$ cat src/include/peri_config.svh
/*
 * Bus widths, slot counts and GPIO register offsets for the peripheral hub.
 * Include wherever these constants are needed.
 */

`ifndef PERI_CONFIG_SVH
`define PERI_CONFIG_SVH

// Core bus
`define PERI_ADDR_W 11
`define PERI_DATA_W 32

// Slot counts
`define PERI_NUM_SIMPLE 8   // Simple byte slots with 16-byte windows
`define PERI_NUM_USER   16  // Full slot indices with 64-byte windows

// Output pins
`define PERI_PINS 8

// GPIO register offsets within its full window
`define GPIO_OFS_OUT  6'h00
`define GPIO_OFS_IN   6'h04
`define GPIO_OFS_FSEL 6'h20 // One word per pin from here

`endif

$ cat src/hw/peri_bus_pkg.sv
/*
 * Types seen on the core side of the hub: access sizes, the bus request
 * and the decoded slot selection.
 */

`include "peri_config.svh"

package peri_bus_pkg;

    // Size codes as driven by the core where all ones means idle
    typedef enum logic [1:0] {
        SIZE_BYTE = 2'b00,
        SIZE_HALF = 2'b01,
        SIZE_WORD = 2'b10,
        SIZE_NONE = 2'b11
    } access_size_e;

    typedef struct packed {
        logic [`PERI_ADDR_W-1:0] addr;
        logic [`PERI_DATA_W-1:0] wdata;
        access_size_e            wsize;
        access_size_e            rsize;
    } bus_req_t;

    // Decoded target of the current request
    typedef struct packed {
        logic       is_simple; // Simple byte window
        logic [3:0] idx;       // Slot index within its window type
        logic [5:0] offset;    // Register offset within the window
    } peri_sel_t;

endpackage

$ cat src/hw/peri_map_pkg.sv
/*
 * Address map types: peripheral identifiers, the per-pin function select
 * and the response every simple slot drives back to the hub.
 */

`include "peri_config.svh"

package peri_map_pkg;

    typedef logic [$clog2(`PERI_NUM_USER)-1:0] peri_id_t;

    // Full slot index of the GPIO block
    localparam peri_id_t PERI_ID_GPIO = 4'd1;

    typedef struct packed {
        logic     simple; // Source is a simple slot
        peri_id_t src;    // Slot or full peripheral index
    } pin_fsel_t;

    typedef struct packed {
        logic [7:0] rdata; // Read byte at the addressed offset
        logic [7:0] pins;  // Pin drive from this slot
    } slot_rsp_t;

endpackage

$ cat src/hw/peri_addr_decode.sv
/*
 * Splits the core address into window type, slot index and offset,
 * and raises the write strobe of the slot being written.
 */

`timescale 1ns/1ps

`include "peri_config.svh"

module peri_addr_decode
    import peri_bus_pkg::*;
    import peri_map_pkg::*;
(
    input  bus_req_t                    i_bus,
    output peri_sel_t                   o_sel,
    output logic [`PERI_NUM_SIMPLE-1:0] o_slot_we,
    output logic                        o_gpio_we
);

    localparam int SLOT_IW = $clog2(`PERI_NUM_SIMPLE);

    logic wr_req;

    assign wr_req = (i_bus.wsize != SIZE_NONE);

    always_comb begin
        o_sel           = '0;
        o_slot_we       = '0;
        o_gpio_we       = 1'b0;
        o_sel.is_simple = i_bus.addr[10];

        if (i_bus.addr[10]) begin
            o_sel.idx    = i_bus.addr[7:4];          // 16-byte windows
            o_sel.offset = {2'b00, i_bus.addr[3:0]};
        end else begin
            o_sel.idx    = i_bus.addr[9:6];          // 64-byte windows
            o_sel.offset = i_bus.addr[5:0];
        end

        // Only existing targets get a strobe
        if (wr_req) begin
            if (o_sel.is_simple && int'(o_sel.idx) < `PERI_NUM_SIMPLE) begin
                o_slot_we[o_sel.idx[SLOT_IW-1:0]] = 1'b1;
            end else if (!o_sel.is_simple && o_sel.idx == PERI_ID_GPIO) begin
                o_gpio_we = 1'b1;
            end
        end
    end

endmodule

$ cat src/hw/byte_port_slot.sv
/*
 * Generic simple byte peripheral: an output byte that drives the pins,
 * a scratch byte, input readback and a wrapping write counter.
 */

`timescale 1ns/1ps

module byte_port_slot
    import peri_map_pkg::*;
(
    input  logic       clk,
    input  logic       rst_n,
    input  logic       i_we,
    input  logic [3:0] i_offset,
    input  logic [7:0] i_wdata,
    input  logic [7:0] i_ui_in,
    output slot_rsp_t  o_rsp
);

    localparam logic [3:0] OFS_OUT     = 4'h0;
    localparam logic [3:0] OFS_SCRATCH = 4'h1;
    localparam logic [3:0] OFS_IN      = 4'h2;
    localparam logic [3:0] OFS_COUNT   = 4'h3;

    logic [7:0] out_byte;
    logic [7:0] scratch;
    logic [7:0] wr_count;

    always_ff @(posedge clk) begin
        if (!rst_n) begin
            out_byte <= 8'h00;
            wr_count <= 8'h00;
        end else if (i_we) begin
            wr_count <= wr_count + 8'd1; // Any offset counts
            if (i_offset == OFS_OUT) out_byte <= i_wdata;
        end
    end

    always_ff @(posedge clk) begin
        if (i_we && i_offset == OFS_SCRATCH) scratch <= i_wdata;
    end

    always_comb begin
        case (i_offset)
            OFS_OUT:     o_rsp.rdata = out_byte;
            OFS_SCRATCH: o_rsp.rdata = scratch;
            OFS_IN:      o_rsp.rdata = i_ui_in;
            OFS_COUNT:   o_rsp.rdata = wr_count;
            default:     o_rsp.rdata = 8'h00;
        endcase
    end

    assign o_rsp.pins = out_byte;

endmodule

$ cat src/hw/gpio_ctrl.sv
/*
 * GPIO block: output byte, input readback and one function select per pin.
 * The selects route each output pin to GPIO, to a simple slot, or to zero.
 */

`timescale 1ns/1ps

`include "peri_config.svh"

module gpio_ctrl
    import peri_bus_pkg::*;
    import peri_map_pkg::*;
(
    input  logic                   clk,
    input  logic                   rst_n,
    input  logic                   i_we,
    input  peri_sel_t              i_sel,
    input  logic [`PERI_DATA_W-1:0] i_wdata,
    input  logic [7:0]             i_ui_in,
    input  slot_rsp_t              i_slot_rsp [`PERI_NUM_SIMPLE],
    output logic [`PERI_DATA_W-1:0] o_rdata,
    output logic [7:0]             o_uo_out
);

    localparam int PIN_IW  = $clog2(`PERI_PINS);
    localparam int SLOT_IW = $clog2(`PERI_NUM_SIMPLE);

    logic [7:0]        gpio_out;
    pin_fsel_t         fsel [`PERI_PINS];
    logic              fsel_hit;
    logic [PIN_IW-1:0] fsel_pin;

    // Function selects sit on word boundaries from the FSEL base
    assign fsel_hit = (i_sel.offset >= `GPIO_OFS_FSEL) && (i_sel.offset[1:0] == 2'b00);
    assign fsel_pin = i_sel.offset[PIN_IW+1:2];

    always_ff @(posedge clk) begin
        if (!rst_n) begin
            gpio_out <= 8'h00;
            for (int p = 0; p < `PERI_PINS; p++) begin
                fsel[p] <= '{simple: 1'b0, src: PERI_ID_GPIO}; // All pins on GPIO
            end
        end else if (i_we) begin
            if (i_sel.offset == `GPIO_OFS_OUT) begin
                gpio_out <= i_wdata[7:0];
            end else if (fsel_hit) begin
                fsel[fsel_pin] <= pin_fsel_t'(i_wdata[4:0]);
            end
        end
    end

    always_comb begin
        o_rdata = '0;
        if (i_sel.offset == `GPIO_OFS_OUT) begin
            o_rdata[7:0] = gpio_out;
        end else if (i_sel.offset == `GPIO_OFS_IN) begin
            o_rdata[7:0] = i_ui_in;
        end else if (fsel_hit) begin
            o_rdata[4:0] = fsel[fsel_pin];
        end
    end

    // Output pin routing
    always_comb begin
        o_uo_out = 8'h00;
        for (int p = 0; p < `PERI_PINS; p++) begin
            if (fsel[p].simple) begin
                if (int'(fsel[p].src) < `PERI_NUM_SIMPLE) begin
                    o_uo_out[p] = i_slot_rsp[fsel[p].src[SLOT_IW-1:0]].pins[p];
                end
            end else if (fsel[p].src == PERI_ID_GPIO) begin
                o_uo_out[p] = gpio_out[p];
            end
            // Absent slots leave the pin low
        end
    end

endmodule

$ cat src/hw/read_return.sv
/*
 * Read return path: selects the addressed source word, captures it on a
 * read and holds it until the core signals read complete.
 */

`timescale 1ns/1ps

`include "peri_config.svh"

module read_return
    import peri_bus_pkg::*;
    import peri_map_pkg::*;
(
    input  logic                    clk,
    input  logic                    rst_n,
    input  bus_req_t                i_bus,
    input  peri_sel_t               i_sel,
    input  slot_rsp_t               i_slot_rsp [`PERI_NUM_SIMPLE],
    input  logic [`PERI_DATA_W-1:0] i_gpio_rdata,
    input  logic                    i_data_read_complete,
    output logic [`PERI_DATA_W-1:0] o_data_out,
    output logic                    o_data_ready
);

    localparam int SLOT_IW = $clog2(`PERI_NUM_SIMPLE);

    logic                    rd_req;
    logic                    wr_req;
    logic                    rd_eff;
    logic                    ready_r;
    logic                    hold;
    logic [`PERI_DATA_W-1:0] src_word;
    logic [`PERI_DATA_W-1:0] data_r;

    assign rd_req = (i_bus.rsize != SIZE_NONE);
    assign wr_req = (i_bus.wsize != SIZE_NONE);
    assign rd_eff = rd_req && !ready_r; // No second capture while ready is up

    always_comb begin
        src_word = '0;
        if (i_sel.is_simple) begin
            if (int'(i_sel.idx) < `PERI_NUM_SIMPLE) begin
                src_word[7:0] = i_slot_rsp[i_sel.idx[SLOT_IW-1:0]].rdata;
            end
        end else if (i_sel.idx == PERI_ID_GPIO) begin
            src_word = i_gpio_rdata;
        end
    end

    always_ff @(posedge clk) begin
        if (!rst_n) begin
            hold    <= 1'b0;
            ready_r <= 1'b0;
        end else begin
            if (i_data_read_complete) hold <= 1'b0;
            if (rd_eff && !hold) hold <= 1'b1; // Capture wins over complete
            ready_r <= rd_eff;                 // All sources answer in one cycle
        end
    end

    always_ff @(posedge clk) begin
        if (rd_eff && !hold) data_r <= src_word;
    end

    assign o_data_out   = data_r;
    assign o_data_ready = ready_r || wr_req; // Writes complete in the same cycle

endmodule

$ cat src/hw/peri_bus_top.sv
/*
 * Peripheral hub top level. Connects the address decoder, the row of
 * simple byte slots, the GPIO block and the read return path.
 */

`timescale 1ns/1ps

`include "peri_config.svh"

module peri_bus_top
    import peri_bus_pkg::*;
    import peri_map_pkg::*;
(
    input  logic                    clk,
    input  logic                    rst_n,
    input  bus_req_t                i_bus,
    input  logic [7:0]              i_ui_in,
    input  logic                    i_data_read_complete,
    output logic [`PERI_DATA_W-1:0] o_data_out,
    output logic                    o_data_ready,
    output logic [7:0]              o_uo_out
);

    peri_sel_t                   sel;
    logic [`PERI_NUM_SIMPLE-1:0] slot_we;
    logic                        gpio_we;
    slot_rsp_t                   slot_rsp [`PERI_NUM_SIMPLE];
    logic [`PERI_DATA_W-1:0]     gpio_rdata;

    peri_addr_decode i_peri_addr_decode (
        .i_bus     (i_bus),
        .o_sel     (sel),
        .o_slot_we (slot_we),
        .o_gpio_we (gpio_we)
    );

    // Simple slots only see the low data byte
    for (genvar s = 0; s < `PERI_NUM_SIMPLE; s++) begin : g_slot
        byte_port_slot i_byte_port_slot (
            .clk      (clk),
            .rst_n    (rst_n),
            .i_we     (slot_we[s]),
            .i_offset (sel.offset[3:0]),
            .i_wdata  (i_bus.wdata[7:0]),
            .i_ui_in  (i_ui_in),
            .o_rsp    (slot_rsp[s])
        );
    end

    gpio_ctrl i_gpio_ctrl (
        .clk        (clk),
        .rst_n      (rst_n),
        .i_we       (gpio_we),
        .i_sel      (sel),
        .i_wdata    (i_bus.wdata),
        .i_ui_in    (i_ui_in),
        .i_slot_rsp (slot_rsp),
        .o_rdata    (gpio_rdata),
        .o_uo_out   (o_uo_out)
    );

    read_return i_read_return (
        .clk                  (clk),
        .rst_n                (rst_n),
        .i_bus                (i_bus),
        .i_sel                (sel),
        .i_slot_rsp           (slot_rsp),
        .i_gpio_rdata         (gpio_rdata),
        .i_data_read_complete (i_data_read_complete),
        .o_data_out           (o_data_out),
        .o_data_ready         (o_data_ready)
    );

endmodule

$ cat config.mk
export PLATFORM = sky130hd
export DESIGN_NAME = peri_bus_top
export DESIGN_NICKNAME = d
export VERILOG_FILES = /design/src/hw/peri_bus_pkg.sv /design/src/hw/peri_map_pkg.sv /design/src/hw/peri_addr_decode.sv /design/src/hw/byte_port_slot.sv /design/src/hw/gpio_ctrl.sv /design/src/hw/read_return.sv /design/src/hw/peri_bus_top.sv
export VERILOG_INCLUDE_DIRS = /design/src /design/src/include
export SDC_FILE = /design/constraint.sdc
export NUM_CORES = 1
export LEC_CHECK = 0
export ABC_AREA = 1
export BUFFER_PORTS_ARGS = -buffer_cell sky130_fd_sc_hd__buf_2
export CAP_MARGIN = 0
export CORE_AREA = 3 3 176 178
export DETAILED_ROUTE_END_ITERATION = 12
export DIE_AREA = 0 0 179 181
export PLACE_DENSITY_LB_ADDON = 0.1
export SYNTH_ARGS = -nofsm -noshare
export SYNTH_HDL_FRONTEND = slang
export SYNTH_SLANG_ARGS = --single-unit
$ cat constraint.sdc
create_clock -name clk -period 3.3 [get_ports clk]
set_input_delay 0.33 -clock clk [delete_from_list [all_inputs] [get_ports clk]]
set_output_delay 0.33 -clock clk [all_outputs]
set_load 0.02 [all_outputs]
==> flow_summary.toml <==
[synth]
synth-seq-cells = 250
ys_warn_count = 0
synth_edf_count = 112
netlist_area_mm2 = 0.0133
postSynthCellCount = 1727
async_flop_share = 0
seq_area_frac_synth = 0.461
ys_types = 46
syn_avg_cell_area_um2 = 7.69
ys_dominant_reg_cell = "dfxtp_1"

[die]
die_w_um = 179
row_count = 63
fp.dieArea_mm2 = 0.0324
core_mm2 = 0.0296
die_h_um = 181
io_pins = 99
initial_core_util = 0.449

[timing]
setup_slack_ps = 533
hold_violations = 0
period_share = 0.838
fin_skew_ps = 18.3
clock.fmax_mhz = 361
max_slew.worst_pin.slew_ps = 780
drv_slew = 0
slew_headroom = 0.478
hold_ws_ps = 42.4
setup_viol = 0
rsz0062_at_grt = "no"
fin_setup_tns_ps = 0
min_period_ps = 2770

[setup_path]
startpoint = "i_gpio_ctrl.fsel[4][0]"
crit_fanout = 8
critPathLaunchType = "register"
r2r-start = "i_gpio_ctrl.fsel[0][2]"
path_class = "register to primary output"
cp_data_required_time_ps = 2970
worstPathArrival_ps = 2440
cp-end-kind = "primary output"

[pwr]
leakagePower_nw = 5.71
power_density_mw_per_mm2 = 487
peakVddDrop_mv = 0.435
fin_total_pwr_w = 0.00718

[routing]
first_iter_violations = 1531
wl_um = 45400
postRouteAntennaNets = 0
drc = 0
vias = 12300
viasPerCell = 5.67
wire_per_inst_um = 20.9
drtPass1Iterations = 6

[layout]
syn2layout_area_growth_pct = 11.1
fillCellCount = 2953
layout-drive-gt1-share = 0.101
multi_input_area_mm2 = 0.00597
ff_latch_area_mm2 = 0.00613
diodes = 0
final_util = 0.499
fin_nets = 1818

[global_route]
antenna_found_initial = 0
met2_usage = 0.437
met1_usage = 0.388
grt_max_degree = 65
grt.met3_usage = 0.0446
grt_pass1_wl_um = 67900
first_global_vias = 11300
overflow = 0
top_usage_layer = "met2"
track_usage = 0.275

[clocking]
post_cts_buffers = 0
cts_resized = 0
cts_made_buffers = 30
cts_hold_buf = 0
root_buffer = "clkbuf_16"
clockBufferDepth = 3
clkSlewWorstSetupHoldPaths_ps = 60
clk_latency_ps = 580
tritoncts = "yes"
cts.sinks = 250
h-tree-depth = 1

[placement]
pre_cts_slack_ps = 642
globalplace.congestion = 0.926
hpwl_um = 31900
numPortBuffers = 50

[worst_hold_path]
hp-class = "primary input to register"
hold_start = "i_bus[1]"

[run_status]
status = "finished, final reports clean"

[flow_run]
cap_violations = 0
## critical path, stage by stage, from the launching register on
cell,delay [ps]
edfxtp_1,550
inv_1,260
nor2_1,60
o21ai_0,220
nand2_1,140
a21oi_1,170
nand2_1,60
o21ai_0,180
buf_2,250
## report_power, final
part	total [W]	switching (W)	internal, W
Sequential	0.00333	0.0000511	0.00328
Combinational	0.000691	0.000524	0.000167
Clock	0.00316	0.00131	0.00185
## Yosys cell counts, types with 6 or more instances
cell / instances / share of area
nor2_4: 8 / 0.0068
nor3_2: 7 / 0.0053
nand3_1: 243 / 0.092
o21ai_0: 117 / 0.044
inv_1: 178 / 0.050
a21oi_1: 155 / 0.058
inv_2: 12 / 0.0034
buf_1: 6 / 0.0017
ha_1: 8 / 0.0075
dfxtp_1: 138 / 0.21
buf_4: 28 / 0.016
edfxtp_1: 112 / 0.25
nor3_1: 20 / 0.0075
nor3b_1: 12 / 0.0068
nand4_1: 53 / 0.025
buf_2: 28 / 0.011
nor2_1: 107 / 0.030
nand2_4: 10 / 0.0085
nand2_1: 356 / 0.10
o21a_1: 6 / 0.0034
clkbuf_1: 43 / 0.012
o211ai_1: 11 / 0.0062
## flip-flops by register name, indices dropped and copies added (netlist names)
signal / flops
i_read_return.ready_r: 1
i_gpio_ctrl.gpio_out: 8
g_slot.i_byte_port_slot.wr_count: 64
g_slot.i_byte_port_slot.out_byte: 64
i_read_return.hold: 1
i_gpio_ctrl.fsel: 40
g_slot.i_byte_port_slot.scratch: 64
i_read_return.o_data_out: 8
## cells by family after synthesis
family | after synthesis | share of synthesized area
AO/OA/AOI/OAI | 316 | 0.128
XOR/XNOR | 5 | 0.00330
adder cells (fa/ha/maj) | 8 | 0.00754
buffers and inverters | 302 | 0.0970
flip-flops | 250 | 0.461
other | 1 | 0.000282
AND/OR/NAND/NOR | 845 | 0.303
## worst paths after layout
check                                                end  slack [ps]  cells after the start
hold / removal                     i_read_return.ready_r          40                      4
setup / recovery                             o_uo_out[4]         530                      8
hold reg to reg   g_slot[2].i_byte_port_slot.wr_count[5]         470                      2
setup reg to reg             i_read_return.o_data_out[2]        1640                      6
## layout by cell type, fill, tap and decap left out, drive strengths merged
cell	n
o211ai	11
a22o	3
a21oi	155
a211oi	3
nor3	28
nand2	371
dfxtp	138
nor3b	12
and3	2
nand4	53
nand3	247
o221ai	3
o2111ai	2
conb	24
xnor2	2
nand3b	3
nor2	123
o21ai	126
nor4	5
inv	190
a31oi	2
o21a	6
edfxtp	112
ha	8
a21o	1
o21bai	4
clkinv	8
buf	77
or2	1
xor2	3
clkbuf	53
## per-layer routing
metal	up-vias	wire length (um)
met5	-	0
met4	0	1260
met3	79	4010
met2	555	20500
met1	5783	19600
li1	5861	-
## area by class of cell
cell class | instances | area share
multi-input combinational | 1198 | 0.404
inverter | 195 | 0.0496
timing repair buffer | 77 | 0.0341
clock inverter | 3 | 0.00203
clock buffer | 53 | 0.0617
tap | 390 | 0.0331
sequential | 250 | 0.415
## stage by stage
| stage | std cells | area [um^2] |
|---|---|---|
| after global routing | 2166 | 14800 |
| after CTS | 2166 | 14800 |
| after global placement | 2110 | 13800 |
| after detailed placement | 2110 | 13800 |
| final | 2166 | 14800 |
| after floorplan | 1750 | 13400 |
Note: power is estimated with default switching activity, not from simulation.
